`src/lineMixer_cfg.svh`:
```
// Line mixer configuration
`ifndef LINEMIXER_CFG_SVH
`define LINEMIXER_CFG_SVH

// Line buffer geometry
// 256 pixels per line
`define LB_ADDR_W 8
`define LB_DEPTH (1 << `LB_ADDR_W)

// Watchdog timing in frames
// Frames without a kick before firing
`define WDOG_FRAMES 8
// Frames the reset stays asserted
`define WDOG_HOLD 2

// Decoded upper CPU address codes
// Palette RAM takes over the PA bus
`define REGION_PALETTE 2'b10
// Writes here kick the watchdog
`define REGION_WATCHDOG 2'b11

`endif

```
`src/videoPkg.sv`:
```
// Video pixel types
`default_nettype none

`include "lineMixer_cfg.svh"

package videoPkg;

	// Pixel colour index, 0 is transparent
	typedef logic [3:0] color_t;

	// Fix layer palette number
	typedef logic [3:0] fixPal_t;

	// Sprite palette number
	typedef logic [7:0] sprPal_t;

	// Line buffer entry
	// Palette on top, colour below
	typedef struct packed {
		sprPal_t pal;
		color_t  color;
	} lbEntry_t;

	// Empty slot, nothing drawn here
	localparam lbEntry_t LB_EMPTY = '0;

	// Pixel position within a line
	typedef logic [`LB_ADDR_W-1:0] lbAddr_t;

endpackage

`default_nettype wire

```
`src/fixPixelStage.sv`:
```
// Fix layer pixel stage
`timescale 1ns/1ps
`default_nettype none

module fixPixelStage import videoPkg::*;
(
	input wire CK1,
	input wire rstN,
	input wire fixLoad,
	input wire [7:0] fixData,
	input wire fixPal_t fixPalette,
	input wire fixHalf,
	input wire pixelStrobe,
	output color_t fixColor,
	output fixPal_t fixPalOut
);

	logic [7:0] fixPair;
	fixPal_t fixPalReg;
	color_t fixSel;

	// Two pixels per fetch
	always_ff @(posedge CK1 or negedge rstN)
	begin
		if (!rstN)
		begin
			fixPair <= '0;
			fixPalReg <= '0;
		end
		else if (fixLoad)
		begin
			fixPair <= fixData;
			fixPalReg <= fixPalette;
		end
	end

	// Odd or even pixel of the pair
	assign fixSel = fixHalf ? fixPair[7:4] : fixPair[3:0];

	// Same latency as the line buffer read
	always_ff @(posedge CK1 or negedge rstN)
	begin
		if (!rstN)
		begin
			fixColor <= '0;
			fixPalOut <= '0;
		end
		else if (pixelStrobe)
		begin
			fixColor <= fixSel;
			fixPalOut <= fixPalReg;
		end
	end

endmodule

`default_nettype wire

```
`config.mk`:
```
export PLATFORM = sky130hd
export DESIGN_NAME = fixPixelStage
export DESIGN_NICKNAME = d
export VERILOG_FILES = /design/src/videoPkg.sv /design/src/fixPixelStage.sv
export VERILOG_INCLUDE_DIRS = /design/src
export SDC_FILE = /design/constraint.sdc
export NUM_CORES = 1
export LEC_CHECK = 0
export BUFFER_PORTS_ARGS = -buffer_cell sky130_fd_sc_hd__buf_2
export CAP_MARGIN = 20
export CELL_PAD_IN_SITES_DETAIL_PLACEMENT = 0
export CELL_PAD_IN_SITES_GLOBAL_PLACEMENT = 1
export CORE_AREA = 3 3 62 64
export DETAILED_ROUTE_END_ITERATION = 6
export DIE_AREA = 0 0 65 67
export PLACE_DENSITY_LB_ADDON = 0.1
export SYNTH_ARGS = -nofsm -noshare
export SYNTH_HDL_FRONTEND = slang
export SYNTH_SLANG_ARGS = --single-unit
export TNS_END_PERCENT = 100
```
`constraint.sdc`:
```
create_clock -name CK1 -period 0.9 [get_ports CK1]
set_input_delay 0.18 -clock CK1 [delete_from_list [all_inputs] [get_ports CK1]]
set_output_delay 0.18 -clock CK1 [all_outputs]
set_load 0.005 [all_outputs]
```
## Yosys cells after proc, flatten, opt, wreduce, memory -nomap -nowiden

Cells that the tools add are included.
Widths: inputs -> output; s select.

| storage, ports and cells | value |
|---|---|
| register bits after elaboration | 20 |
| bits in latches | 0 |
| input port bits | 17 |
| bits in writable memories | 0 |
| memories kept | 0 |
| output and inout bits | 8 |
| ROM bits | 0 |

| cells by class | value |
|---|---|
| bitwise gates (word level) | 0 |
| add/subtract/negate cells | 0 |
| divide/modulo/power cells | 0 |
| reduce and logical (&&, ||, !) cells | 0 |
| eq/ne operators | 0 |
| multiplexer cells | 1 |
| $lt $le $gt $ge | 0 |
| multipliers | 0 |
| shift-type cells | 0 |

Operator list:

| operator | count |
|---|---|
| $mux 4 | 1 |

## Depth between registers and ports, before layout

Gate-level depths: netlist (run 1).

| depth | value |
|---|---|
| word-level depth | 1 |
| mapped depth | 3 |
| depth with buffers taken out | 2 |

## Worst setup path after synthesis (run 1)

OpenSTA, ideal clock, no wires.

| timing | value |
|---|---|
| path type | register to register |
| from | register, netlist name fixPalOut[1] |
| to | register fixPalOut[1] |
| path slack | 152 ps |
| stages on the path, launching flop included | 2 |
| setup time | 125 ps |
| clock period less this slack | 748 ps |
| path buffers | 0 |
| data arrival time | 623 ps |
| cells stage by stage | dfrtp_1 > mux2_4 |

RTL lines:

| item | line | source |
|---|---|---|
| end signal, assigned | fixPixelStage.sv:51 | `fixPalOut <= fixPalReg;` |
| end, declared | fixPixelStage.sv:15 | `output fixPal_t fixPalOut` |

## Worst setup path in the final report (run 1)

| timing | value |
|---|---|
| from | register fixPalOut[2] |
| to | output fixPalOut[2] |

No word-level cell between the ends.

==> summary.md, run 1 <==
| Metric | Value |
|---|---|
| Status | `complete, but fails checks` |
| Failing checks | `setup timing` |
| Core Region | `3340 um^2` |
| Period minus WS final | `1000 ps` |
| Hold Path Class | `input port to flip-flop` |
| Clock tree buffer depth | `2` |
| CP Cell Sequence | `buf_2` |
| Finished Core Util | `0.334` |
| Die height | `67 um` |
| # setup viols final | `9` |
| Cell Rows | `21` |
| Top cells by area, synth | `dfrtp_1, mux2_4, mux2_2` |
| Yosys warns | `0` |
| Endpoints failing hold | `0` |
| Share of cells above drive strength 1 | `0.621` |
| Worst Setup End Kind | `output pin` |
| Setup TNS | `-768 ps` |
| Vias | `513` |
| GRT Residual Overflow | `0` |
| Vias in the first global route | `539` |
| Share of the synthesized area in the top cell type | `0.604` |
| Multi-input logic area | `300 um^2` |
| Total GRT Usage | `0.0849` |
| Seq/Total Area, Yosys | `0.604` |
| Fill count | `353` |
| Full die area | `4360 um^2` |
| Post-synth top cells | `dfrtp_1, mux2_4` |
| Average size of a mapped cell | `16.2 um^2` |
| CP peak stage delay | `400 ps` |
| Library cells used by synthesis | `8` |
| Starting Density | `0.248` |
| Net Count, Synth | `68` |
| Worst slew margin | `0.683` |
| Drt via density | `3.86` |
| Pwr dens | `1750 nW/um^2` |
| Post-route setup slack | `-99.8 ps` |
| Max-Cap Viols | `0` |
| Ports | `25` |
| Crit Path Max Fanout | `2` |
| Hold slack final | `99.2 ps` |
| Clock sink total | `20` |
| Antenna Nets Post-Route | `0` |
| Worst-Skew Late Latency | `300 ps` |
| Post-placement cell area | `1020 um^2` |
| Worst path bufs/invs | `1` |
| Clock slew at reported path FFs | `120 ps` |
| Least-Margin Pin Slew | `476 ps` |
| Register area | `500 um^2` |
| Area of the mapped netlist | `828 um^2` |
| Kind of critical path | `flip-flop to output pin` |
| Area Growth Syn to Fin | `34.7%` |
| First-pass GRT wire length | `2640 um` |
| Clock skew | `8.31 ps` |
| Buffers on Ports | `24` |
| Synth Instances | `51` |
| Slowest cell on the critical path | `dfrtp_1` |
| H-tree levels | `1` |
| # diodes | `0` |
| DP Cell Count | `122` |
| Count leader, synth | `dfrtp_1` |
| Antenna violations before repair | `0` |
| Post-DP HPWL | `1160 um` |
| Worst EP arrival | `820 ps` |
| Initial DRC Count | `12` |
| WL per Instance | `12.0 um` |
| Top_reg_cell synth | `dfrtp_1` |
| P_leak | `0.555 nW` |
| Drt drc | `0` |
| Crit path max-delay family | `flip-flops` |
| RSZ-0062 raised after global routing | `yes` |
| TritonCTS buffer count | `3` |
| GPL Wtd Cong | `0.631` |
| Fraction of registers with async set or reset after synthesis | `1.00` |
| Max rail drop VDD | `0.000968 V` |
| Nets@finish | `105` |
| CTS tree | `done` |
| #FFs+latches synth | `20` |
| Pin count of the biggest net entering global routing | `21` |
| Die W | `65 um` |
| Max Slew Vio Count | `0` |
| Post-route cell area | `1120 um^2` |
| Crit path launch type | `flip-flop` |
| EDFF count, synth | `0` |
| Leading area contributor after synthesis | `dfrtp_1` |
| Root Buffer | `clkbuf_4` |
| Fmax achieved | `1000 MHz` |
| 1st-pass router iterations | `2` |
| Data required time of the worst path | `720 ps` |
| Fin cells | `133` |
| Final wirelength | `1590 um` |
| Part of the cycle the worst path needs | `1.11` |
power breakdown:
group / switching [mW] / internal [mW] / total, mW
registers: 0.0508 / 1.00 / 1.05
logic: 0.128 / 0.252 / 0.379
clock network: 0.271 / 0.246 / 0.517
total: 0.449 / 1.50 / 1.95
path summary, 6_finish.rpt:
kind,start,depth (start not counted),slack [ps],endpoint
max,fixPalOut[2],1,-100,fixPalOut[2]
min,fixPalette[1],2,100,fixPalReg[1]
max reg2reg,fixPalOut[1],3,-70,fixPalOut[1]
min reg2reg,fixPalOut[3],1,510,fixPalOut[3]
max in group asynchronous,rstN,2,220,fixPalOut[3]
min in group asynchronous,rstN,2,350,fixPair[6]
cell type report:
class / count / share of cell area
Sequential cell: 20 / 0.448
Clock buffer: 4 / 0.0325
Tap cell: 46 / 0.0516
Multi-Input combinational cell: 28 / 0.269
Timing Repair Buffer: 35 / 0.198
registers in the layout, indices dropped and copies added, names as in the netlist:
| register | count |
|---|---|
| fixPair | 8 |
| fixPalReg | 4 |
| fixColor | 4 |
| fixPalOut | 4 |
logic make-up after synthesis:
| kind of cell | synth area share |
|---|---|
| mux | 0.320 |
| flops | 0.604 |
| buf+inv | 0.0332 |
| compound gates | 0.0242 |
| simple gates | 0.0181 |
through the flow:
step	setup slack, ps	power [mW]
4_1_cts	-121	1.96
3_3_place_gp	8.79	1.40
5_1_grt	-161	2.08
2_1_floorplan	152	1.25
6_report	-99.8	1.95
3_5_place_dp	-5.71	1.40
layer usage:
metal	GRT usage	wire length, um	vias up
met5	0	0	-
met2	0.125	716	14
met1	0.109	786	249
met4	0.0317	14	0
met3	0.0371	75	2
li1	-	-	248
placed cells by master (no fill, tap or decap):
cell type,Yosys,routed
a21oi_1,4,4
clkbuf_8,0,1
mux2_2,4,4
nor2_1,4,4
buf_4,0,8
dfrtp_1,20,20
dlygate4sd3_1,0,1
buf_2,0,24
clkbuf_4,0,3
buf_12,0,1
mux2i_1,4,4
buf_6,2,1
mux2_4,12,12
timing repair:
item / 4_1_cts / 5_1_grt
endpoints found under the setup margin: 8 / 9
buffers inserted: 3 / 3
hold buffers: 1 / 0
gates resized for setup: 0 / 1
pin swaps: 0 / 0
hold endpoints to repair: 20 / 0
No activity file was read; power rests on OpenSTA's default activity.
==> run 2, diff against run 1 <==
--- a/config.mk
+++ b/config.mk
@@ -14,6 +14,7 @@
 export DETAILED_ROUTE_END_ITERATION = 6
 export DIE_AREA = 0 0 65 67
 export PLACE_DENSITY_LB_ADDON = 0.1
+export SKIP_LAST_GASP = 1
 export SYNTH_ARGS = -nofsm -noshare
 export SYNTH_HDL_FRONTEND = slang
 export SYNTH_SLANG_ARGS = --single-unit
==> run 2 against run 1 <==
Against the previous run:
- the run still ends with setup timing left
- wire length unchanged
- final area decreased by 0.34%
- utilization is 0.11 points lower
- combinational power fell by 1%
- sequential cell count is the same
- register-to-register slack got worse by 20 ps
- largest power group unchanged
- final cell count did not move
- clock skew unchanged
- sequential power about the same
- critical endpoint unchanged
- sequential share of layout area up 0.15 points
==> summary.md, run 2 (synthesis results as in run 1) <==
| Metric | Value |
|---|---|
| Antenna violations before repair | `0 (unchanged)` |
| Worst r2r src | `fixPalOut[1]` |
| Antenna Nets Post-Route | `0 (unchanged)` |
| Finished Core Util | `0.333 (-0.00112)` |
| Post-route cell area | `1110 um^2 (-0.34%)` |
| Pin count of the biggest net entering global routing | `21 (unchanged)` |
| Least-Margin Pin Slew | `476 ps (unchanged)` |
| Worst slew margin | `0.683 (unchanged)` |
| Drt via density | `3.86 (unchanged)` |
| First-pass GRT wire length | `2640 um (unchanged)` |
| Nets@finish | `105 (unchanged)` |
| DP Cell Count | `122 (unchanged)` |
| CP Cell Sequence | `buf_2` |
| Clock tree buffer depth | `2 (unchanged)` |
| Slowest cell on the critical path | `dfrtp_1` |
| WL per Instance | `12.0 um (unchanged)` |
| Data required time of the worst path | `720 ps (about the same)` |
| Vias | `513 (unchanged)` |
| Register area | `500 um^2 (unchanged)` |
| Status | `complete, but fails checks` |
| Reg2Reg Depth | `3 (unchanged)` |
| Worst path bufs/invs | `1 (unchanged)` |
| Drt drc | `0 (unchanged)` |
| Endpoints failing hold | `0 (unchanged)` |
| Largest Register | `fixPair` |
| # resized after CTS | `0 (unchanged)` |
| Part of the cycle the worst path needs | `1.11 (unchanged)` |
| GPL Wtd Cong | `0.631 (unchanged)` |
| Commonest non-fill, non-tap cell in the layout | `buf_2` |
| Pwr dens | `1750 nW/um^2 (about the same)` |
| Vias in the first global route | `539 (unchanged)` |
| Worst EP arrival | `820 ps (about the same)` |
| Core Region | `3340 um^2 (unchanged)` |
| # setup viols final | `9 (unchanged)` |
| Period minus WS final | `1000 ps (unchanged)` |
| Crit Path Max Fanout | `2 (unchanged)` |
| TritonCTS buffer count | `3 (unchanged)` |
| Crit path max-delay family | `flip-flops` |
| P_leak | `0.554 nW (-0.22%)` |
| Post-placement cell area | `1020 um^2 (unchanged)` |
| RSZ-0062 raised after global routing | `yes` |
| Failing checks | `setup timing` |
| Hold path cells | `2 (unchanged)` |
| Initial DRC Count | `12 (unchanged)` |
| Min-Delay Endpoint | `fixPalReg[1]` |
| Fmax achieved | `1000 MHz (unchanged)` |
| Ports | `25 (unchanged)` |
| Starting Density | `0.248 (unchanged)` |
| Multi-input logic area | `300 um^2 (unchanged)` |
| Kind of critical path | `flip-flop to output pin` |
| Full die area | `4360 um^2 (unchanged)` |
| Crit path launch type | `flip-flop` |
| Share of cells above drive strength 1 | `0.621 (unchanged)` |
| Worst-Skew Late Latency | `300 ps (about the same)` |
| Fin cells | `133 (unchanged)` |
| Buffers on Ports | `24 (unchanged)` |
| Post-DP HPWL | `1160 um (unchanged)` |
| CTS tree | `done` |
| Die height | `67 um (unchanged)` |
| Crit path from | `fixPalOut[2]` |
| Hold slack final | `99.2 ps (unchanged)` |
| Worst R2R Setup Slack | `-90 ps (-20 ps)` |
| Largest register FFs | `8 (unchanged)` |
| GRT Residual Overflow | `0 (unchanged)` |
| # diodes | `0 (unchanged)` |
| Cell Rows | `21 (unchanged)` |
| Hold Path Origin | `fixPalette[1]` |
| Total GRT Usage | `0.0849 (unchanged)` |
| 1st-pass router iterations | `2 (unchanged)` |
| Die W | `65 um (unchanged)` |
| Root Buffer | `clkbuf_4` |
| RR Endpoint | `fixPalOut[1]` |
| Area Growth Syn to Fin | `34.3%` |
| Most frequent cells in the layout | `buf_2, dfrtp_1, mux2_4` |
| Fill count | `352 (-0.28%)` |
| Worst Setup End Kind | `output pin` |
| Clock skew | `8.31 ps (unchanged)` |
| Max rail drop VDD | `0.000968 V (about the same)` |
| Max Slew Vio Count | `0 (unchanged)` |
| Max-Cap Viols | `0 (unchanged)` |
| Total power | `1.94 mW (-0.28%)` |
| Final wirelength | `1590 um (unchanged)` |
| CP peak stage delay | `400 ps (about the same)` |
| Clock sink total | `20 (unchanged)` |
| Post-route setup slack | `-99.8 ps (unchanged)` |
| H-tree levels | `1 (unchanged)` |
| Clock slew at reported path FFs | `120 ps (about the same)` |
| Hold Path Class | `input port to flip-flop` |
==> run 2: changes by cell type in the layout (fill, tap and decap cells not counted) <==
cell   change
buf_6      -1
buf_4      +1
==> run 2: timing repair <==
item	CTS	global route
setup buffers	3	3
endpoints found under the setup margin	8	9
cloned	0	0
hold buffers	1	0
endpoints found under the hold margin	20	0
==> run 2: worst max path at each step <==
stage / to / cells past startpoint / slack [ps]
after detailed placement: fixPair[7] / 3 / -6
after CTS: fixPalOut[2] / 1 / -120
final: fixPalOut[2] / 1 / -100
after global routing: fixPalOut[2] / 1 / -160
after global placement: fixPair[7] / 3 / 9
after floorplan: fixPalOut[1] / 1 / 150
==> run 2: layout make-up <==
class                   count  share of cell area
clock buffers               4              0.0326
multi-input cells          28               0.270
flip-flops and latches     20               0.450
well taps                  46              0.0517
repair buffers             35               0.196
==> run 2: layer usage <==
metal	GRT usage	share of wire	vias to the layer above
li1	-	-	248
met1	0.109	0.49	249
met2	0.125	0.45	14
met3	0.0371	0.047	2
met4	0.0317	0.0088	0
met5	0	0	-
==> run 2: power breakdown <==
part / leakage [nW] / total (mW) / internal, mW / switching (mW)
clock: 0.0210 / 0.517 / 0.246 / 0.271
combinational: 0.301 / 0.374 / 0.247 / 0.127
sequential: 0.232 / 1.05 / 1.00 / 0.0508
==> run 2: stage by stage <==
stage	worst slack (ps)	setup TNS, ps
2_1_floorplan	152	0
3_3_place_gp	8.79	0
3_5_place_dp	-5.71	-5.71
4_1_cts	-121	-872
5_1_grt	-161	-1260
6_report	-99.8	-782
