`src/lineMixer_cfg.svh`:
```
// Line mixer configuration
`ifndef LINEMIXER_CFG_SVH
`define LINEMIXER_CFG_SVH

// Line buffer geometry
// 256 pixels per line
`define LB_ADDR_W 8
`define LB_DEPTH (1 << `LB_ADDR_W)

// Watchdog timing in frames
// Frames without a kick before firing
`define WDOG_FRAMES 8
// Frames the reset stays asserted
`define WDOG_HOLD 2

// Decoded upper CPU address codes
// Palette RAM takes over the PA bus
`define REGION_PALETTE 2'b10
// Writes here kick the watchdog
`define REGION_WATCHDOG 2'b11

`endif

```
`src/busPkg.sv`:
```
// CPU and palette bus types
`default_nettype none

package busPkg;

	// Palette RAM address as seen on PA
	typedef logic [11:0] palAddr_t;

	// Decoded upper CPU address bits
	typedef logic [1:0] cpuRegion_t;

	// Black during blanking
	localparam palAddr_t PA_BLANK = '0;

	// Fix entries live in the lowest palette bank
	localparam logic [3:0] FIX_BANK = 4'b0000;

endpackage

`default_nettype wire

```
`src/watchdogTimer.sv`:
```
// Frame watchdog
`timescale 1ns/1ps
`default_nettype none

`include "lineMixer_cfg.svh"

module watchdogTimer import busPkg::*;
(
	input wire CK1,
	input wire rstN,
	input wire cpuWrite,
	input wire cpuRegion_t cpuRegion,
	input wire frameStrobe,
	output logic resetOutN,
	output logic haltN
);

	localparam int CNT_W = $clog2(`WDOG_FRAMES);

	logic [CNT_W-1:0] frameCnt;
	logic holding;
	logic kick;

	assign kick = cpuWrite && (cpuRegion == `REGION_WATCHDOG);

	// One counter, first for the timeout then for the hold
	always_ff @(posedge CK1 or negedge rstN)
	begin
		if (!rstN)
		begin
			frameCnt <= '0;
			holding <= 1'b0;
		end
		else if (!holding)
		begin
			if (kick)
				frameCnt <= '0;
			else if (frameStrobe)
			begin
				// Starved, fire at this frame
				if (frameCnt == CNT_W'(`WDOG_FRAMES - 1))
				begin
					frameCnt <= '0;
					holding <= 1'b1;
				end
				else
					frameCnt <= frameCnt + 1'b1;
			end
		end
		else if (frameStrobe)
		begin
			// Release and start counting again
			if (frameCnt == CNT_W'(`WDOG_HOLD - 1))
			begin
				frameCnt <= '0;
				holding <= 1'b0;
			end
			else
				frameCnt <= frameCnt + 1'b1;
		end
	end

	// Halt follows reset
	assign resetOutN = !holding;
	assign haltN = !holding;

endmodule

`default_nettype wire
```
`config.mk`:
```
export PLATFORM = sky130hd
export DESIGN_NAME = watchdogTimer
export DESIGN_NICKNAME = d
export VERILOG_FILES = /design/src/busPkg.sv /design/src/watchdogTimer.sv
export VERILOG_INCLUDE_DIRS = /design/src
export SDC_FILE = /design/constraint.sdc
export NUM_CORES = 1
export LEC_CHECK = 0
export BUFFER_PORTS_ARGS = -buffer_cell sky130_fd_sc_hd__buf_2
export CORE_AREA = 8 8 45 47
export CTS_CLUSTER_SIZE = 16
export DETAILED_ROUTE_END_ITERATION = 7
export DIE_AREA = 0 0 53 55
export GPL_ROUTABILITY_DRIVEN = 0
export SLEW_MARGIN = 25
export SYNTH_ARGS = -nofsm -noshare
export SYNTH_HDL_FRONTEND = slang
export SYNTH_SLANG_ARGS = --single-unit
```
`constraint.sdc`:
```
create_clock -name CK1 -period 3.7 [get_ports CK1]
set_input_delay 0.37 -clock CK1 [delete_from_list [all_inputs] [get_ports CK1]]
set_output_delay 0.37 -clock CK1 [all_outputs]
set_load 0.01 [all_outputs]
```
Word level (Yosys, flattened, before mapping)
Cells that the tools add are included.
Widths: inputs -> output; s select.
{"block": "word_totals", "reg_bits": 4, "output_inout_bits": 2, "input_bits": 6}
{"block": "op_classes", "add_sub_neg": 1, "n_reduce_logical": 4, "n_eq_ne": 4, "mux": 12}
{"operator": "$mux 3", "n": 6}
{"operator": "$mux 1", "n": 6}
{"operator": "$add 3x1->3 const B", "n": 1}
{"operator": "$eq 3x1->1 const B", "n": 1}
{"operator": "$eq 3x3->1 const B", "n": 1}
{"operator": "$eq 2x2->1 const B", "n": 1}
{"operator": "$ne 2x2->1 const B", "n": 1}
{"operator": "$reduce_and 2->1", "n": 1}
{"operator": "$reduce_bool 2->1", "n": 1}
{"operator": "$logic_and 1x1->1", "n": 1}
{"operator": "$logic_not 1->1", "n": 1}

Depth between registers and ports, before layout
Gate-level depths: netlist (run 1).
{"block": "logic_depth", "depth_word": 5, "mapped_depth": 5, "ltp_nobuf": 5}

Least setup slack after synthesis (run 1)
No wires, ideal clock.
{"block": "synth_timing", "path_type": "reg2reg", "from": "register frameCnt[0]", "to": "register frameCnt[1]", "n_path_buf": 0, "arrival_ns": 1.085, "required_time_ns": 3.605, "path_slack_ns": 2.519, "stages_incl_launch_ff": 6, "path_cell_list": "dfrtp_1 > ha_1 > ha_1 > nand2b_1 > nand3_1 > o31ai_1"}
{"block": "synth_via", "elab_chain_cells": 5}
{"element": "start: declaration", "line": "watchdogTimer.sv:20", "source": "logic [CNT_W-1:0] frameCnt;"}
{"element": "start signal: assignment", "line": "watchdogTimer.sv:47", "source": "frameCnt <= frameCnt + 1'b1;"}
{"element": "start signal: assignment", "line": "watchdogTimer.sv:59", "source": "frameCnt <= frameCnt + 1'b1;"}
{"element": "$add 3x1->3 or $eq 3x3->1 (tied branches)", "line": "watchdogTimer.sv:47, watchdogTimer.sv:59, watchdogTimer.sv:41"}
{"element": "$mux 3", "line": "watchdogTimer.sv:41", "source": "if (frameCnt == CNT_W'(`WDOG_FRAMES - 1))"}
{"element": "$mux 3", "line": "watchdogTimer.sv:38", "source": "else if (frameStrobe)"}
{"element": "$mux 3", "line": "watchdogTimer.sv:36", "source": "if (kick)"}
{"element": "$mux 3 (*)", "line": "watchdogTimer.sv:34", "source": "else if (!holding)"}
Mark *: on every way between the ends. The rest lies on a longest branch, timed or not. The select of a mux whose other input is x is not followed.
A chain may end at the register's enable or synchronous reset.

Worst setup path after layout (run 1)
{"block": "layout_timing", "from": "register frameCnt[0]", "to": "register frameCnt[0]"}
The elaborated chain is that of the path after synthesis.

==> implementation parameters, run 1 <==
Parameter                              Value

Setup path
  Worst Path Max Fanout ... 4
  Type of destination of the critical path ... register
  R2r setup slk ... 2390 ps
  Required @ worst endpoint ... 3830 ps
  Kind of launch point of the worst setup path ... register
  Setup Crit Path Kind ... register to register
  Data arrival time at the worst-slack endpoint ... 1440 ps
  Register-to-Register Path Depth ... 5

CTS
  Clock latency reported for the late side of the worst-skew pair ... 230 ps
  Clock-pin transition on the worst setup and hold timing paths ... 30 ps
  CTS resizes ... 0
  Clock root buffer master ... sky130_fd_sc_hd__clkbuf_4
  Number of CTS-inserted buffers ... 3
  Largest buffer count on any clock path ... 2
  Max H-tree Level ... 1
  Sinks on the clock net ... 4
  TritonCTS clock tree ... done

Synthesis
  Synth Area in XOR/XNOR ... 0%
  Post-synthesis compound-gate area fraction ... 13.8%
  Average size of a mapped cell ... 9.77 µm²
  Synth warnings ... 0
  Multiplexer share of the synthesized area ... 0%
  Arithmetic-cell share of the synthesized area counting full adders, half adders and majority gates ... 14.8%
  Count of unique library cells instantiated by Yosys ... 13
  Mapped Cells ... 26
  Share of synthesized area occupied by flip-flops and latches ... 39.4%
  Dominant combinational cell family by area after synthesis ... simple AND/OR/NAND/NOR gates
  Total nets after synthesis ... 35
  Simple-gate portion of the synthesized area ... 24.6%
  Area of the mapped netlist ... 254 µm²
  Seq cells post-synth ... 4

Route
  Overall routed net length ... 566 µm
  Antenna-violating nets left ... 0
  Ratio of routed vias to standard cells ... 4.21
  Residual DRC ... 0
  Length of the first detailed-routing pass in iterations ... 4
  Initial DRC Count ... 3
  Via total after detailed routing ... 219
  Avg WL per Cell ... 10.9 µm

STA
  Unrepaired setup endpoints after global routing ... false
  Clock period minus worst slack ... 1310 ps
  Fin crit share ... 35.4%
  Highest clock frequency the design can meet ... 0.764 GHz
  Max Transition Viols Final ... 0
  Final Skew ... 1.23 ps
  Number of failing setup endpoints in the final timing report ... 0
  Relative slew margins ... 86.2%
  Final Hold Fails ... 0
  Slew at the pin closest to its max-slew limit ... 205 ps
  Setup TNS ... 0 ps

Cells and area
  Antenna diode count ... 0
  Area of all placed cells without fillers ... 334 µm²
  Combined flip-flop and latch cell area ... 100 µm²
  Layout cell share with drive strength beyond 1 ... 27.8%
  Area of combinational cells with multiple inputs ... 135 µm²
  Finished Layout Cells ... 52
  Final #Nets ... 47
  Area overhead of the layout relative to synthesis ... 31.5%
  Fillcell total ... 155

Hold path
  Number of cells traversed by the worst hold path ... 3
  Type of the tightest min-delay check ... primary input to register

Die
  Core area ... 0.00138 mm²
  I/O pin total ... 8
  Row Count ... 14
  Area of the die ... 0.00292 mm²
  Die span in x ... 53 µm
  Die Y ... 55 µm
  Initial core utilization ... 18.4%

Pwr
  Post-layout power ... 0.000200 W
  Max rail drop VDD ... 0.000192 V
  Pwr Density ... 599 mW/mm²
  P_leak ... 0.154 nW

Place
  DP Area ... 302 µm²
  Placed cells ... 48
  Half-perimeter wire length after detailed placement ... 464 µm
  Port-buffer cells ... 7

Job
  Maximum Capacitance Violations ... 0

Global routing
  All-layer global routing usage ... 4.49%
  Pin count of the biggest net entering global routing ... 8
  GR Overflow Total ... 0
  Via count of the first global-routing pass ... 257
  Initial antenna violation count ... 0
  Wire length of the first global-routing pass ... 952 µm

Outcome
  Run status ... complete, no violations
## cell usage after synthesis
library cell               number  share of area [%]
sky130_fd_sc_hd__nand4b_1       1                3.4
sky130_fd_sc_hd__dfrtp_1        4                 39
sky130_fd_sc_hd__ha_1           3                 15
sky130_fd_sc_hd__inv_1          3                4.4
sky130_fd_sc_hd__o31ai_1        2                5.9
sky130_fd_sc_hd__nand3b_1       3                8.9
sky130_fd_sc_hd__a31oi_1        1                2.5
sky130_fd_sc_hd__nand3_1        3                5.9
sky130_fd_sc_hd__nor2_1         1                1.5
sky130_fd_sc_hd__a41oi_1        1                3.4
sky130_fd_sc_hd__nand2b_1       2                4.9
sky130_fd_sc_hd__buf_4          1                3.0
sky130_fd_sc_hd__a21oi_1        1                2.0
## logic make-up (layout without fill, tap and decap cells)
| logic type | count (synthesis) | after routing |
|---|---|---|
| AO/OA/AOI/OAI | 5 | 5 |
| adder cells (fa/ha/maj) | 3 | 3 |
| buffers and inverters | 4 | 14 |
| flip-flops | 4 | 4 |
| AND/OR/NAND/NOR | 10 | 10 |
## worst max-delay path: stages (launching register included)
cell                       delay, ps
sky130_fd_sc_hd__dfrtp_1         410
sky130_fd_sc_hd__ha_1            220
sky130_fd_sc_hd__ha_1            190
sky130_fd_sc_hd__nand2b_1         70
sky130_fd_sc_hd__nand3_1         110
sky130_fd_sc_hd__o31ai_1         220
## cell usage in the layout (no fill, tap or decap)
cell                            n
sky130_fd_sc_hd__buf_2          7
sky130_fd_sc_hd__dfrtp_1        4
sky130_fd_sc_hd__inv_1          3
sky130_fd_sc_hd__nand3_1        3
sky130_fd_sc_hd__nand3b_1       3
sky130_fd_sc_hd__ha_1           3
sky130_fd_sc_hd__clkbuf_4       3
sky130_fd_sc_hd__nand2b_1       2
sky130_fd_sc_hd__o31ai_1        2
sky130_fd_sc_hd__a31oi_1        1
sky130_fd_sc_hd__a41oi_1        1
sky130_fd_sc_hd__nor2_1         1
sky130_fd_sc_hd__nand4b_1       1
sky130_fd_sc_hd__a21oi_1        1
sky130_fd_sc_hd__dlygate4sd3_1  1
## registers in the layout, indices dropped and copies added, names as in the netlist
register,cells
frameCnt,3
holding,1
## layout make-up
class / count / area share [%]
clock buffer: 3 / 6.74
inverter: 3 / 3.37
multi-input combinational: 18 / 40.4
sequential: 4 / 30.0
tap: 16 / 5.99
timing repair buffer: 8 / 13.5
## repair_timing
action                    in CTS  in global routing
hold endpoints to repair       4                  0
hold buffers                   1                  0
setup buffers                  0                  0
## path summary, 6_finish.rpt
check / startpoint / end
max in group asynchronous: rstN / frameCnt[1]$_DFFE_PN0P_
setup reg to reg: frameCnt[0]$_DFFE_PN0P_ / frameCnt[0]$_DFFE_PN0P_
setup / recovery: frameCnt[0]$_DFFE_PN0P_ / frameCnt[0]$_DFFE_PN0P_
hold / removal: frameStrobe / frameCnt[2]$_DFFE_PN0P_
hold reg to reg: frameCnt[0]$_DFFE_PN0P_ / frameCnt[0]$_DFFE_PN0P_
min in group asynchronous: rstN / holding$_DFF_PN0_
## metrics by stage
| step | hold WS, ps | utilization [%] | setup slack (ps) |
|---|---|---|---|
| after floorplan | 74.4 | - | 2520 |
| after global placement | 177 | 21.8 | 2390 |
| after detailed placement | 179 | 21.8 | 2380 |
| after CTS | 434 | 24.1 | 2370 |
| after global routing | 456 | 24.1 | 2290 |
| final | 444 | 24.1 | 2390 |
## power by group
| part | internal (W) | switching [W] | total, W |
|---|---|---|---|
| clock | 0.0000361 | 0.0000155 | 0.0000516 |
| combinational | 0.0000344 | 0.0000333 | 0.0000678 |
| sequential | 0.0000609 | 0.0000198 | 0.0000807 |
## metal layers
layer	global-route usage, %	vias to the layer above	wire length [µm]
li1	-	114	-
met1	3.96	105	247
met2	8.01	0	319
met3	2.41	0	0
met4	2.59	0	0
met5	0	-	0
(Power assumes the default switching activity.)
==> run 2, diff against run 1 <==
clock period = 1.4 ns   (was 3.7 ns; I/O delays follow)
==> run 2 against run 1 <==
Clock power increased to 2.7 times the previous value. Fmax decreased by 1.4%. Largest power group is now combinational logic. Final cell count increased by 1.9%. Largest cell class unchanged.
==> implementation parameters, run 2 (synthesized netlist as in run 1, its figures left out) <==
Parameter                              Value

Cells and area
  Most used cells in the layout excluding fill and tap cells ... 7 x sky130_fd_sc_hd__buf_2, 3 x sky130_fd_sc_hd__inv_1, 3 x sky130_fd_sc_hd__nand3b_1, 3 x sky130_fd_sc_hd__clkbuf_4, 3 x sky130_fd_sc_hd__dfrtp_1
  Most common library cell in the layout ignoring fill and taps ... sky130_fd_sc_hd__buf_2
  Antenna diode count ... 0
  Area overhead of the layout relative to synthesis ... 46.3%
  Finished Layout Cells ... 53
  Top flop regs ... frameCnt: 3 flops, holding: 1 flops
  Final #Nets ... 48
  Most flop-heavy register ... frameCnt
  Fillcell total ... 154
  Flip-flop count of the largest register, all copies and words added ... 3
  Layout cell share with drive strength beyond 1 ... 45.9%

Pwr
  P_leak ... 0.162 nW
  Int Pwr ... 0.000391 W
  Seq pwr share ... 34.7%
  Pwr Density ... 1640 mW/mm²
  Switching pwr ... 0.000220 W
  Proportion of total power due to net switching ... 36.0%
  Max rail drop VDD ... 0.000578 V
  Proportion of power drawn by combinational gates ... 42.5%
  Power share of the clock group ... 22.9%

CTS
  Clock root buffer master ... sky130_fd_sc_hd__clkbuf_4
  TritonCTS clock tree ... done
  Clock-pin transition on the worst setup and hold timing paths ... 40 ps
  Clock latency reported for the late side of the worst-skew pair ... 230 ps
  Sinks on the clock net ... 4
  Largest buffer count on any clock path ... 2
  Max H-tree Level ... 1
  Number of CTS-inserted buffers ... 3

Route
  Ratio of routed vias to standard cells ... 4.51
  Avg WL per Cell ... 12.2 µm
  Initial DRC Count ... 9
  Overall routed net length ... 647 µm
  Residual DRC ... 0
  Antenna-violating nets left ... 0
  Via total after detailed routing ... 239
  Length of the first detailed-routing pass in iterations ... 4

Setup path
  Register-to-Register Path Depth ... 5
  Data arrival time at the worst-slack endpoint ... 1460 ps
  Critical R2R Launch ... frameCnt[0]$_DFFE_PN0P_
  Required @ worst endpoint ... 1530 ps
  Kind of launch point of the worst setup path ... register
  Type of destination of the critical path ... register
  Setup Crit Path Kind ... register to register
  R2r setup slk ... 70 ps
  Capturing element of the worst setup path ... frameCnt[0]$_DFFE_PN0P_
  R2r endpoint ... frameCnt[0]$_DFFE_PN0P_
  Worst Path Max Fanout ... 3
  Origin of the worst setup path ... frameCnt[0]$_DFFE_PN0P_

Place
  Placed cells ... 48
  Port-buffer cells ... 7
  Half-perimeter wire length after detailed placement ... 510 µm

Die
  Row Count ... 14
  Core area ... 0.00138 mm²
  Die Y ... 55 µm
  Initial core utilization ... 18.4%
  Area of the die ... 0.00292 mm²
  I/O pin total ... 8
  Die span in x ... 53 µm

Global routing
  Pin count of the biggest net entering global routing ... 8
  Initial antenna violation count ... 0
  Via count of the first global-routing pass ... 278
  Wire length of the first global-routing pass ... 1080 µm
  All-layer global routing usage ... 5.15%
  GR Overflow Total ... 0

STA
  Final Hold Fails ... 0
  Highest clock frequency the design can meet ... 0.754 GHz
  Slew at the pin closest to its max-slew limit ... 364 ps
  Setup TNS ... 0 ps
  Clock period minus worst slack ... 1330 ps
  Max Transition Viols Final ... 0
  Unrepaired setup endpoints after global routing ... false
  Final Skew ... 2.54 ps
  Relative slew margins ... 75.7%
  Fin crit share ... 94.8%
  Number of failing setup endpoints in the final timing report ... 0

Job
  Maximum Capacitance Violations ... 0

Hold path
  Type of the tightest min-delay check ... primary input to register

Outcome
  Run status ... complete, no violations
-- run 2: cell types whose count changed in the layout (fill, tap and decap cells not counted), sizes merged --
cell | before | now
buf | 7 | 8
-- run 2: what timing repair did --
action	in CTS	in global routing
setup buffers	0	1
setup endpoints to repair	0	2
hold buffers	1	0
gates resized for setup	0	7
endpoints found under the hold margin	4	0
-- run 2: per-layer routing --
| layer | vias to the layer above | wire length [µm] | global-route usage (%) |
|---|---|---|---|
| met4 | 0 | 0 | 3.88 |
| li1 | 117 | - | - |
| met1 | 120 | 222 | 4.13 |
| met3 | 0 | 9 | 2.67 |
| met5 | - | 0 | 0 |
| met2 | 2 | 416 | 9.38 |
-- run 2: worst min-delay path by stage --
| stage | startpoint | end | depth (start not counted) |
|---|---|---|---|
| finish | frameStrobe | frameCnt[2]$_DFFE_PN0P_ | 3 |
| global route | frameStrobe | holding$_DFF_PN0_ | 2 |
| CTS | frameStrobe | holding$_DFF_PN0_ | 2 |
| detailed placement | rstN | frameCnt[2]$_DFFE_PN0P_ | 1 |
| global placement | rstN | holding$_DFF_PN0_ | 1 |
| floorplan | rstN | frameCnt[0]$_DFFE_PN0P_ | 0 |
-- run 2: area by class of cell --
type	instances	area, µm²	share of cell area, %
clock buffers	3	22.5	6.06
inverters	3	11.3	3.03
multi-input cells	18	164	44.1
flip-flops and latches	4	101	27.3
well taps	16	20.0	5.39
repair buffers	9	52.6	14.1
-- run 2: worst max-delay path: stages, from the launching register on --
cell	delay, ps
sky130_fd_sc_hd__dfrtp_2	410
sky130_fd_sc_hd__ha_2	190
sky130_fd_sc_hd__ha_2	180
sky130_fd_sc_hd__nand2b_1	80
sky130_fd_sc_hd__nand3_2	120
sky130_fd_sc_hd__o31ai_4	260
-- run 2: power by group through the flow --
| stage | sequential [W] | combinational [W] | clock [W] |
|---|---|---|---|
| floorplan | 0.000199 | 0.000139 | 0 |
| global placement | 0.000210 | 0.000182 | 0 |
| detailed placement | 0.000214 | 0.000194 | 0 |
| CTS | 0.000214 | 0.000196 | 0.000148 |
| global route | 0.000220 | 0.000293 | 0.000157 |
| finish | 0.000212 | 0.000260 | 0.000140 |
-- run 2: metrics by stage --
| step | utilization, % | cell area, µm² | hold WS, ps | setup slack (ps) | power (W) |
|---|---|---|---|---|---|
| after global routing | 26.9 | 372 | 235 | 7.71 | 0.000669 |
| after floorplan | - | 254 | -156 | 219 | 0.000338 |
| final | 26.9 | 372 | 217 | 73.1 | 0.000611 |
| after CTS | 24.1 | 334 | 204 | 14.6 | 0.000558 |
| after global placement | 21.8 | 302 | -51.1 | 72.1 | 0.000391 |
| after detailed placement | 21.8 | 302 | -52.4 | 26.8 | 0.000408 |
