**src/lineMixer_cfg.svh**
```systemverilog
// Line mixer configuration
`ifndef LINEMIXER_CFG_SVH
`define LINEMIXER_CFG_SVH

// Line buffer geometry
// 256 pixels per line
`define LB_ADDR_W 8
`define LB_DEPTH (1 << `LB_ADDR_W)

// Watchdog timing in frames
// Frames without a kick before firing
`define WDOG_FRAMES 8
// Frames the reset stays asserted
`define WDOG_HOLD 2

// Decoded upper CPU address codes
// Palette RAM takes over the PA bus
`define REGION_PALETTE 2'b10
// Writes here kick the watchdog
`define REGION_WATCHDOG 2'b11

`endif

```
**src/videoPkg.sv**
```systemverilog
// Video pixel types
`default_nettype none

`include "lineMixer_cfg.svh"

package videoPkg;

	// Pixel colour index, 0 is transparent
	typedef logic [3:0] color_t;

	// Fix layer palette number
	typedef logic [3:0] fixPal_t;

	// Sprite palette number
	typedef logic [7:0] sprPal_t;

	// Line buffer entry
	// Palette on top, colour below
	typedef struct packed {
		sprPal_t pal;
		color_t  color;
	} lbEntry_t;

	// Empty slot, nothing drawn here
	localparam lbEntry_t LB_EMPTY = '0;

	// Pixel position within a line
	typedef logic [`LB_ADDR_W-1:0] lbAddr_t;

endpackage

`default_nettype wire

```
**src/spriteWriter.sv**
```systemverilog
// Sprite line buffer writer
`timescale 1ns/1ps
`default_nettype none

module spriteWriter import videoPkg::*;
(
	input wire CK1,
	input wire rstN,
	input wire sprLoad,
	input wire palLoad,
	input wire sprValid,
	input wire lbAddr_t sprAddr,
	input wire sprPal_t sprPalette,
	input wire color_t sprColor,
	input wire bufSel,
	output logic wrEn0,
	output logic wrEn1,
	output lbAddr_t wrAddr,
	output lbEntry_t wrData
);

	sprPal_t palReg;
	lbAddr_t wrCnt;
	lbAddr_t curAddr;
	logic opaque;

	// A load in the same cycle as a pixel places that pixel
	assign curAddr = sprLoad ? sprAddr : wrCnt;

	// Colour 0 is a hole in the sprite
	assign opaque = sprValid && (sprColor != '0);

	// Write address and payload
	assign wrAddr = curAddr;
	assign wrData.pal = palReg;
	assign wrData.color = sprColor;

	// Steer into the buffer being rendered
	assign wrEn0 = opaque && !bufSel;
	assign wrEn1 = opaque && bufSel;

	// Palette of the current sprite
	always_ff @(posedge CK1 or negedge rstN)
	begin
		if (!rstN)
			palReg <= '0;
		else if (palLoad)
			palReg <= sprPalette;
	end

	// Load or count, transparent pixels still advance
	always_ff @(posedge CK1 or negedge rstN)
	begin
		if (!rstN)
			wrCnt <= '0;
		else if (sprValid)
			wrCnt <= curAddr + 1'b1;
		else if (sprLoad)
			wrCnt <= sprAddr;
	end

endmodule

`default_nettype wire

```
**config.mk**
```make
export PLATFORM = sky130hd
export DESIGN_NAME = spriteWriter
export DESIGN_NICKNAME = d
export VERILOG_FILES = /design/src/videoPkg.sv /design/src/spriteWriter.sv
export VERILOG_INCLUDE_DIRS = /design/src
export SDC_FILE = /design/constraint.sdc
export NUM_CORES = 1
export LEC_CHECK = 0
export BUFFER_PORTS_ARGS = -buffer_cell sky130_fd_sc_hd__buf_2
export CORE_ASPECT_RATIO = 0.8
export CORE_MARGIN = 8
export CORE_UTILIZATION = 46
export CTS_CLUSTER_DIAMETER = 80
export DETAILED_ROUTE_END_ITERATION = 10
export PLACE_DENSITY_LB_ADDON = 0.08
export SLEW_MARGIN = 15
export SYNTH_ARGS = -nofsm -noshare
export SYNTH_HDL_FRONTEND = slang
export SYNTH_SLANG_ARGS = --single-unit
```
**constraint.sdc**
```tcl
create_clock -name CK1 -period 3.2 [get_ports CK1]
set_input_delay 0.32 -clock CK1 [delete_from_list [all_inputs] [get_ports CK1]]
set_output_delay 0.32 -clock CK1 [all_outputs]
set_load 0.05 [all_outputs]
```
**Word-level counts from Yosys, hierarchy flattened**

Index checks and enable logic that the tools add are counted.

- Flip-flop bits (word level): 16
- Logic and storage cells: 10

- Add/sub/neg operators: 1
- Muxes and demuxes: 2
- Reductions and logical operators: 5

Operator list:

| kind | number |
|---|---|
| $mux W8 | 2 |
| $add A8 B1 Y8 const B | 1 |
| $reduce_bool A4 Y1 | 1 |
| $logic_and A1 B1 Y1 | 3 |
| $logic_not A1 Y1 | 1 |

**Depth between registers and ports, before layout**

Gate-level depths: netlist (run 1).

- Depth after elaboration: 3
- Gate-level depth with buffers: 6

**Worst setup path after synthesis (run 1)**

No wires, ideal clock.

- Path type: in2reg
- From: in sprLoad
- To: reg wrCnt[1]
- Arrival: 1482 ps
- Required time: 3075 ps
- Slack: 1593 ps
- Cell stages on the path: 4
- Buffers on the path: 1
- Path through: buf_6 -> mux2_2 -> ha_1 -> mux2_2

- Word-level cells in the longest chain between the ends: 3

Ends and longest elaborated chain:

| element | RTL line | text |
|---|---|---|
| start, declared | spriteWriter.sv:9 | `input wire sprLoad,` |
| $mux W8 | n/a |  |
| via wrAddr[0] | spriteWriter.sv:18 | `output lbAddr_t wrAddr,` |
| $add A8 B1 Y8 | spriteWriter.sv:57 | `wrCnt <= curAddr + 1'b1;` |
| $mux W8 | spriteWriter.sv:56 | `else if (sprValid)` |
| end signal, assigned | spriteWriter.sv:57 |  |
| end signal, assigned | spriteWriter.sv:59 | `wrCnt <= sprAddr;` |
| end, declared | spriteWriter.sv:23 | `lbAddr_t wrCnt;` |

The timed path passes the listed nets, and every way through them passes these cells.
A chain may end at the register's enable or synchronous reset.

**Worst setup path after layout (run 1)**

- From: in sprLoad
- To: out wrAddr[3]

- Word-level cells in the longest chain between the ends: 1

Ends and longest elaborated chain:

| element | RTL line |
|---|---|
| $mux W8 | n/a |
| end, declared | spriteWriter.sv:18 |

Every way passes these cells.

==> results of run 1 <==
cell type report:
type / instances / share of cell area, %
clock buffers: 4 / 3.24
repair buffers: 48 / 21.9
multi-input cells: 43 / 35.7
well taps: 24 / 2.68
inverters: 2 / 0.671
flip-flops and latches: 16 / 35.8
state kept, by name, summed over array words and instances, names as in the netlist:
name and flops:
palReg 8, wrCnt 8
worst paths after layout:
path / startpoint / to / slack (ns) / cells past startpoint
setup / recovery: sprLoad / wrAddr[3] / 1.67 / 4
hold reg to reg: palReg[7] / palReg[7] / 0.49 / 1
setup reg to reg: wrCnt[0] / wrCnt[4] / 1.88 / 5
min in group asynchronous: rstN / palReg[2] / 0.48 / 2
max in group asynchronous: rstN / wrCnt[2] / 2.46 / 2
hold / removal: sprPalette[7] / palReg[7] / 0.25 / 2
cell usage in the layout, fill, tap and decap left out, types with 2 or more instances in the layout:
cell,n
mux2_4,3
dfrtp_1,16
mux2_2,8
inv_1,2
clkbuf_4,3
buf_2,47
xnor2_1,5
mux2_1,4
xor2_1,2
nor2_1,2
nand2_1,4
nand2b_1,2
power by group through the flow:
stage	Combinational, mW	Sequential (mW)	Clock [mW]
after floorplan	0.152	0.282	0
after global placement	0.242	0.248	0
after detailed placement	0.244	0.248	0
after CTS	0.246	0.244	0.137
after global routing	0.260	0.248	0.146
final	0.243	0.244	0.133
routing by layer:
layer	vias to the layer above	share of wire, %	global-route usage (%)
met2	22	48	19.8
met5	-	0	0
met3	2	7.6	5.11
li1	321	-	-
met4	0	0.76	3.25
met1	314	43	10.9
critical path: cells and delay by family:
| family | cells | cell delay, ns |
|---|---|---|
| muxes | 1 | 0.32 |
| buffers and inverters | 3 | 0.57 |
stage by stage:
step                cell area (um2)  worst slack [ns]  utilization (%)
floorplan                       852              1.59                -
CTS                            1120              1.66             61.4
global placement               1070              1.57             58.9
global route                   1120              1.58             61.4
finish                         1120              1.67             61.4
detailed placement             1070              1.55             58.9
cells by family after synthesis:
family                   after synthesis  share of synthesized area [%]
buffers and inverters                  8                           6.17
AO/OA/AOI/OAI                          4                           5.58
multiplexers                          16                           22.3
XOR/XNOR                               7                           7.20
AND/OR/NAND/NOR                       15                           10.3
flip-flops                            16                           47.0
adder cells (fa/ha/maj)                1                           1.47
==> impl_metrics.csv, run 1 <==
group,metric,value,unit
synthesis,netlist_top_cells_count,"dfrtp_1, mux2_2, xnor2_1",
final_layout,antenna_cells,0,
timing,fin_skew,0.00101,ns
worst_hold_path,hold_path_class,"primary input to flip-flop",
synthesis,syn_area,852,um2
timing,slew_viol_final,0,
pwr,p_switching,0.242,mW
timing,setup_viol,0,
global_route,grt_max_degree,17,
setup_path,crit_path_max_incr_delay,0.32,ns
setup_path,crit_fanout,13,
detailed_routing,drt_iter0_markers,20,
global_route,overflow,0,
pwr,clkPwrFrac,21.5,%
global_route,grt_pass1_wl,2970,um
pwr,p_leak,0.563,nW
synthesis,yosysSeqAreaShare,47.0,%
timing,finalCriticalPeriod,1.53,ns
pwr,p_int,0.378,mW
synthesis,synth_top_area_cell,"dfrtp_1",
detailed_routing,postRouteAntennaNets,0,
final_layout,nets,141,
final_layout,fin_cells,137,
synthesis,avgSynthCellArea,12.7,um2
setup_path,critical_path_required,2.88,ns
detailed_routing,drc,0,
synthesis,synthDistinctLibCells,26,
place,io_buffer_count,47,
die,die_h,54.5,um
global_route,grt_usage,10.7,%
synthesis,ys_async_sr_fraction,100,%
die,die_area,0.00349,mm2
die,num_rows,14,
clock_tree,cts-hold-fix-buffers,1,
final_layout,fill_cells,170,
timing,finalCritPeriodShare,47.8,%
setup_path,crit_chain,"buf_2 > mux2i_1 > inv_1 > buf_2",
synthesis,yosys_warnings,0,
global_route,antenna_found_initial,0,
place,dp_hpwl,1530,um
pwr,power_frac_seq,39.3,%
clock_tree,clock-sinks,16,
final_layout,area_delta_synth_final,31.3,%
clock_tree,clk_pin_slew_worst_paths,0.09,ns
clock_tree,cts.path.max_buffers,2,
setup_path,crit_path_frequent_cell,"buf_2",
final_layout,multiInputGateArea,399,um2
status,status,"finished, final reports clean",
clock_tree,insertion_delay,0.29,ns
synthesis,synth_most_common_cell,"dfrtp_1",
timing,rsz0062_at_grt,"no",
global_route,first_global_vias,712,
die,core-area,0.00182,mm2
pwr,irDropWorstVdd,441,uV
place,gp_congestion,0.748,
final_layout,seqCellArea,400,um2
synthesis,synth.net_count,94,
clock_tree,htree_levels,1,
setup_path,worstPathArrival,1.21,ns
clock_tree,cts_buffers,3,
die,start_util,46.8,%
synthesis,synth_top_area_share,47.0,%
pwr,p_total,0.620,mW
clock_tree,root_buffer,"clkbuf_4",
die,chipWidth,64.1,um
place,placed_cells,132,
die,io_pins,48,
timing,worst_pin_slew,0.378,ns
setup_path,critPathSlowestCell,"mux2i_1",
detailed_routing,finalWirelength,1850,um
pwr,p_per_area,554,mW/mm2
synthesis,synthTopCellsByArea,"dfrtp_1, mux2_2, mux2_1",
pwr,switching_share,39.0,%
detailed_routing,dr.pass1.iters,3,
synthesis,synth-edff-count,0,
pwr,pwr-share-comb,39.2,%
timing,hold_ws,0.248,ns
synthesis,ys.flop_type,"dfrtp_1",
clock_tree,cts-resized-gates,0,
detailed_routing,routed_via_density,4.81,
detailed_routing,routedWlPerCell,13.5,um
detailed_routing,vias,659,
final_layout,drive_above_1_share,58.4,%
timing,fmax,654,MHz
timing,max_slew_margin,74.5,%
timing,hold_violations,0,
setup_path,setup.worst_path.class,"primary input to output pin",
synthesis,ys_seq_elements,16,
clock_tree,post_cts_buffers,0,
timing,finalSetupTns,0,ns
synthesis,synthCells,67,
setup_path,endpoint_kind,"output pin",
job,maxCapViolations,0,
clock_tree,cts_tree,"done",
setup_path,cp-start-kind,"primary input",
Power figures use the tool's default switching activity.
==> run 2, diff against run 1 <==
Settings changed: ABC_AREA from default to 1, CORE_UTILIZATION 46 to 45.
Clock period 3.2 ns to 1.44 ns, I/O delays scaled along.
==> run 2 against run 1 <==
Net effect: critical path depth up 1; largest cell class is now multi-input combinational cells; design area up 14%; first-iteration DRC count up 15%; worst hold slack worse by 0.17 ns; critical path type is now flip-flop to output pin; worst setup slack worse by 1.6 ns; power up 120%; sequential power up 110%; combinational power up 120%; sequential share of layout area down 4.5 points; highest routed layer unchanged; cell count up 35%.
==> impl_metrics.csv, run 2 <==
group,metric,value,unit
clock_tree,htree_levels,1,
pwr,p_per_area,1060,mW/mm2
global_route,grt_pass1_wl,3820,um
global_route,grt_max_degree,17,
detailed_routing,postRouteAntennaNets,0,
worst_hold_path,hold_path_class,"primary input to flip-flop",
global_route,first_global_vias,867,
final_layout,area_delta_synth_final,31.7,%
synthesis,synth_top_area_share,41.3,%
detailed_routing,routedWlPerCell,12.6,um
timing,setup_viol,0,
die,io_pins,48,
synthesis,yosysSeqAreaShare,41.3,%
final_layout,final_common_cell,"buf_2",
place,io_buffer_count,47,
setup_path,crit_fanout,2,
final_layout,nets,188,
clock_tree,cts_tree,"done",
clock_tree,root_buffer,"clkbuf_4",
synthesis,synth_most_common_cell,"nand2_1",
timing,hold_violations,0,
detailed_routing,drc,0,
synthesis,avgSynthCellArea,8.66,um2
setup_path,crit_path_max_incr_delay,0.37,ns
timing,fin_skew,0.00325,ns
timing,timing.final.ws_setup,0.0969,ns
synthesis,synth.net_count,139,
final_layout,final_cell_mix,"buf_2, nand2_1, dfrtp_1",
synthesis,synthCells,112,
synthesis,synthTopCellsByArea,"dfrtp_1, nand2_1, mux2_2",
final_layout,fin_cells,185,
detailed_routing,vias,862,
timing,rsz0062_at_grt,"no",
setup_path,endpoint_kind,"output pin",
final_layout,reg.largest.list,"palReg (8), wrCnt (8)",
global_route,grt_usage,12.5,%
pwr,irDropWorstVdd,656,uV
synthesis,yosys_warnings,0,
clock_tree,clk_pin_slew_worst_paths,0.10,ns
clock_tree,clock-sinks,16,
setup_path,r2r_start,"wrCnt[0]",
timing,finalCriticalPeriod,1.34,ns
detailed_routing,routed_via_density,4.66,
final_layout,drive_above_1_share,51.9,%
setup_path,setup.worst_path.class,"flip-flop to output pin",
global_route,overflow,0,
place,placed_cells,179,
die,die_area,0.00391,mm2
die,start_util,46.1,%
setup_path,critPathSlowestCell,"dfrtp_1",
synthesis,ys_async_sr_fraction,100,%
setup_path,worstPathArrival,1.20,ns
die,core-area,0.00210,mm2
setup_path,critical_path_required,1.30,ns
die,die_h,57.5,um
timing,worst_pin_slew,0.357,ns
synthesis,syn_area,970,um2
setup_path,cp-start-kind,"flip-flop",
place,gp_congestion,0.877,
job,maxCapViolations,0,
timing,hold_ws,0.0813,ns
final_layout,final_util,60.8,%
synthesis,synth_top_area_cell,"dfrtp_1",
timing,max_slew_margin,76.2,%
setup_path,path_buf_inv,3,
synthesis,ys.flop_type,"dfrtp_1",
place,dp_hpwl,1950,um
worst_hold_path,worstHoldStart,"sprPalette[6]",
pwr,p_total,1.36,mW
timing,fmax,745,MHz
final_layout,antenna_cells,0,
synthesis,synth-edff-count,0,
setup_path,crit_chain,"inv_1 > nand2_1 > nand2_2 > clkinvlp_4 > clkbuf_4",
detailed_routing,drt_iter0_markers,23,
clock_tree,cts.path.max_buffers,2,
synthesis,netlist_top_cells_count,"nand2_1, dfrtp_1, inv_1",
status,status,"finished, final reports clean",
detailed_routing,finalWirelength,2340,um
die,num_rows,15,
place,place_ws,0.0722,ns
die,chipWidth,67.9,um
synthesis,ys_seq_elements,16,
timing,finalCritPeriodShare,93.3,%
global_route,antenna_found_initial,0,
clock_tree,cts_buffers,3,
detailed_routing,dr.pass1.iters,4,
synthesis,synthDistinctLibCells,23,
timing,slew_viol_final,0,
setup_path,startpoint,"wrCnt[0]",
setup_path,cp_top_family,"buffers and inverters",
pwr,p_leak,0.700,nW
clock_tree,insertion_delay,0.28,ns
-- run 2: changes by cell type in the layout (fill, tap and decap cells not counted), moves of 5 or more --
cell     before  now
nand3_1       1    6
xnor2_1       5    0
nand2_4       0    6
inv_1         2   13
nand2_1       4   23
nor2_1        2    7
nand2_2       1    7
-- run 2: power breakdown --
| part | internal (mW) | switching [mW] | leakage (nW) | total [mW] |
|---|---|---|---|---|
| combinational | 0.156 | 0.384 | 0.491 | 0.539 |
| clock | 0.154 | 0.142 | 0.0210 | 0.296 |
| sequential | 0.503 | 0.0196 | 0.188 | 0.523 |
| total | 0.813 | 0.546 | 0.700 | 1.36 |
-- run 2: through the flow --
| step | TNS [ns] | instance area (um2) |
|---|---|---|
| 2_1_floorplan | -0.0489 | 993 |
| 3_3_place_gp | 0 | 1220 |
| 3_5_place_dp | 0 | 1220 |
| 4_1_cts | 0 | 1270 |
| 5_1_grt | 0 | 1280 |
| 6_report | 0 | 1280 |
-- run 2: worst paths after layout --
path / depth (start not counted) / end / slack, ns
min reg2reg: 1 / palReg[7] / 0.51
min in group asynchronous: 2 / palReg[4] / 0.29
max reg2reg: 7 / wrCnt[1] / 0.21
max in group asynchronous: 2 / palReg[1] / 0.89
max: 5 / wrAddr[0] / 0.1
min: 2 / palReg[6] / 0.08
-- run 2: routing by layer --
metal	part of all wire (%)	global-route usage [%]	routed length, um	vias to the layer above
li1	-	-	-	436
met1	43	13.9	996	392
met2	47	21.2	1100	32
met3	9.5	5.86	222	2
met4	0.60	2.62	14	0
met5	0	0	0	-
-- run 2: what timing repair did --
action	in CTS	in global routing
setup endpoints to repair	0	1
hold buffers	1	0
hold endpoints to repair	16	0
gates resized for setup	0	1
buffers inserted	0	1
-- run 2: kinds of logic (layout without fill, tap and decap cells) --
group | Yosys count | in the layout | share of synthesized area (%)
and+or+nand+nor | 56 | 56 | 30.5
AOI/OAI and AO/OA | 5 | 5 | 3.10
muxes | 8 | 8 | 9.29
DFF | 16 | 16 | 41.3
adders and majority gates | 1 | 1 | 1.29
buffers and inverters | 22 | 70 | 11.0
xor gates and xnor gates | 4 | 4 | 3.61
-- run 2: cell type report --
| cell class | count | area, um2 |
|---|---|---|
| tap | 25 | 31.3 |
| sequential | 16 | 400 |
| multi-input combinational | 74 | 483 |
| fill | 202 | 825 |
| clock buffer | 4 | 36.3 |
| timing repair buffer | 50 | 263 |
| inverter | 16 | 63.8 |
-- run 2: worst register-to-register path, stage by stage, from the launching register on --
cell	delay, ns
dfrtp_1	0.37
inv_1	0.05
nand2_1	0.07
nand2_2	0.10
clkinvlp_4	0.11
ha_4	0.26
nor2_1	0.04
a31oi_1	0.16
==> run 3, diff against run 2 <==
--- a/config.mk
+++ b/config.mk
@@ -10,9 +10,10 @@
 export BUFFER_PORTS_ARGS = -buffer_cell sky130_fd_sc_hd__buf_2
 export CORE_ASPECT_RATIO = 0.8
-export CORE_MARGIN = 8
+export CORE_MARGIN = 2
 export CORE_UTILIZATION = 45
 export CTS_CLUSTER_DIAMETER = 80
 export DETAILED_ROUTE_END_ITERATION = 10
 export PLACE_DENSITY_LB_ADDON = 0.08
+export RECOVER_POWER = 25
 export SLEW_MARGIN = 15
 export SYNTH_ARGS = -nofsm -noshare
==> constraint.sdc (replaced) <==
create_clock -name CK1 -period 1.44 [get_ports CK1]
set_input_delay 0.144 -clock CK1 [delete_from_list [all_inputs] [get_ports CK1]]
set_output_delay 0.144 -clock CK1 [all_outputs]
set_load 0.005 [all_outputs]
==> run 3 against run 2 <==
Net effect: sequential cell count unchanged; clock skew increased by 0.0041 ns; critical path depth increased by 5; design area decreased by 1.7%; cell count increased by 0.54%; sequential power about the same; register-to-register slack got worse by 0.03 ns; global-route usage increased by 4.8 points; core utilization decreased by 1.0 points; largest cell class unchanged.
==> impl_metrics.csv, run 3 (synthesis gave the netlist of run 2 again) <==
group,metric,value,unit
clock_tree,cts_tree,"done",
job,maxCapViolations,0,
clock_tree,clk_pin_slew_worst_paths,0.10,ns
global_route,grt_max_degree,17,
setup_path,path_buf_inv,3,
timing,finalCritPeriodShare,87.2,%
die,num_rows,15,
detailed_routing,routed_via_density,4.62,
final_layout,drive_above_1_share,47.8,%
clock_tree,clock-sinks,16,
clock_tree,cts-resized-gates,0,
timing,finalCriticalPeriod,1.26,ns
setup_path,crit_path_frequent_cell,"nand2_1",
worst_hold_path,hold_path_class,"primary input to flip-flop",
final_layout,final_util,59.8,%
final_layout,antenna_cells,0,
clock_tree,root_buffer,"clkbuf_4",
final_layout,reg.largest.list,"palReg (8), wrCnt (8)",
setup_path,crit_chain,"inv_1 > nand2_1 > nand2_1 > inv_1 > ha_1 > inv_1 > nor2_1 > nand2_1 > nand2_1 > nand2_1",
pwr,p_total,1.14,mW
pwr,p_per_area,906,mW/mm2
timing,worst_pin_slew,0.852,ns
detailed_routing,dr.pass1.iters,4,
timing,fin_skew,0.00734,ns
timing,hold_violations,0,
pwr,irDropWorstVdd,642,uV
worst_hold_path,worstHoldStart,"sprPalette[3]",
detailed_routing,vias,859,
pwr,p_leak,0.703,nW
detailed_routing,drt_iter0_markers,17,
die,core-area,0.00210,mm2
setup_path,crit_path_max_incr_delay,0.33,ns
place,io_buffer_count,47,
detailed_routing,drc,0,
clock_tree,htree_levels,1,
place,gp_congestion,0.874,
timing,fmax,796,MHz
die,io_pins,48,
die,die_area,0.00254,mm2
global_route,grt_pass1_wl,3370,um
setup_path,setup.worst_path.class,"flip-flop to flip-flop",
setup_path,critical_path_required,1.62,ns
global_route,grt_usage,17.3,%
final_layout,final_cell_mix,"buf_2, nand2_1, dfrtp_1",
setup_path,r2r_slack,0.18,ns
clock_tree,post_cts_buffers,0,
global_route,antenna_found_initial,0,
setup_path,cp_top_family,"simple AND/OR/NAND/NOR gates",
final_layout,final_common_cell,"buf_2",
worst_hold_path,hold_depth,2,
clock_tree,cts.path.max_buffers,2,
setup_path,worstPathArrival,1.43,ns
timing,max_slew_margin,43.2,%
clock_tree,cts_buffers,3,
detailed_routing,routedWlPerCell,10.6,um
setup_path,cp-start-kind,"flip-flop",
detailed_routing,postRouteAntennaNets,0,
global_route,first_global_vias,755,
global_route,overflow,0,
timing,rsz0062_at_grt,"no",
setup_path,endpoint_kind,"flip-flop",
timing,setup_viol,0,
timing,hold_ws,0.0836,ns
setup_path,startpoint,"wrCnt[0]",
setup_path,r2r_start,"wrCnt[0]",
die,start_util,46.1,%
status,status,"finished, final reports clean",
setup_path,reg2reg_depth,10,
worst_hold_path,holdPathEnd,"palReg[3]",
clock_tree,insertion_delay,0.29,ns
timing,slew_viol_final,0,
detailed_routing,finalWirelength,1970,um
timing,finalSetupTns,0,ns
final_layout,area_delta_synth_final,29.5,%
die,chipWidth,55.9,um
setup_path,r2r_end,"wrCnt[6]",
die,die_h,45.5,um
setup_path,critPathSlowestCell,"dfrtp_1",
setup_path,crit_fanout,2,
place,dp_hpwl,1630,um
final_layout,nets,189,
-- run 3: cell types whose count changed in the layout (fill, tap and decap cells not counted), sizes merged --
cell / change
clkbuf: +1
clkinvlp: -1
inv: +1
-- run 3: report_power, final --
part | leakage (nW) | internal, mW | total [mW] | switching [mW]
logic | 0.493 | 0.146 | 0.319 | 0.173
registers | 0.188 | 0.503 | 0.523 | 0.0199
clock network | 0.0210 | 0.154 | 0.296 | 0.142
-- run 3: worst max path at each step --
stage	end	slack (ns)	cells after the start
global placement	wrCnt[6]	0.22	10
detailed placement	wrCnt[6]	0.16	11
floorplan	wrCnt[4]	0.22	8
CTS	wrAddr[7]	0.16	3
finish	wrCnt[6]	0.18	10
global route	wrCnt[6]	0.02	10
-- run 3: cell type report --
class	count	area [um2]
Fill cell	205	846
Multi-Input combinational cell	74	463
Sequential cell	16	400
Timing Repair Buffer	51	265
Inverter	16	60.1
Clock buffer	4	36.3
Tap cell	25	31.3
-- run 3: routing by layer --
| layer | track usage, % | vias up | wire length [um] |
|---|---|---|---|
| li1 | - | 446 | - |
| met5 | 0 | - | 0 |
| met1 | 24.5 | 382 | 973 |
| met3 | 5.68 | 2 | 139 |
| met2 | 26.0 | 29 | 843 |
| met4 | 4.29 | 0 | 15 |
-- run 3: stage by stage --
step	area (um2)	worst slack (ns)	cells
floorplan	970	0.217	112
global placement	1210	0.217	181
detailed placement	1210	0.159	181
CTS	1260	0.165	186
global route	1260	0.0199	186
finish	1260	0.184	186
-- run 3: what timing repair did --
item,in CTS,in global routing
endpoints found under the hold margin,16,0
setup endpoints to repair,0,0
hold buffers,1,0
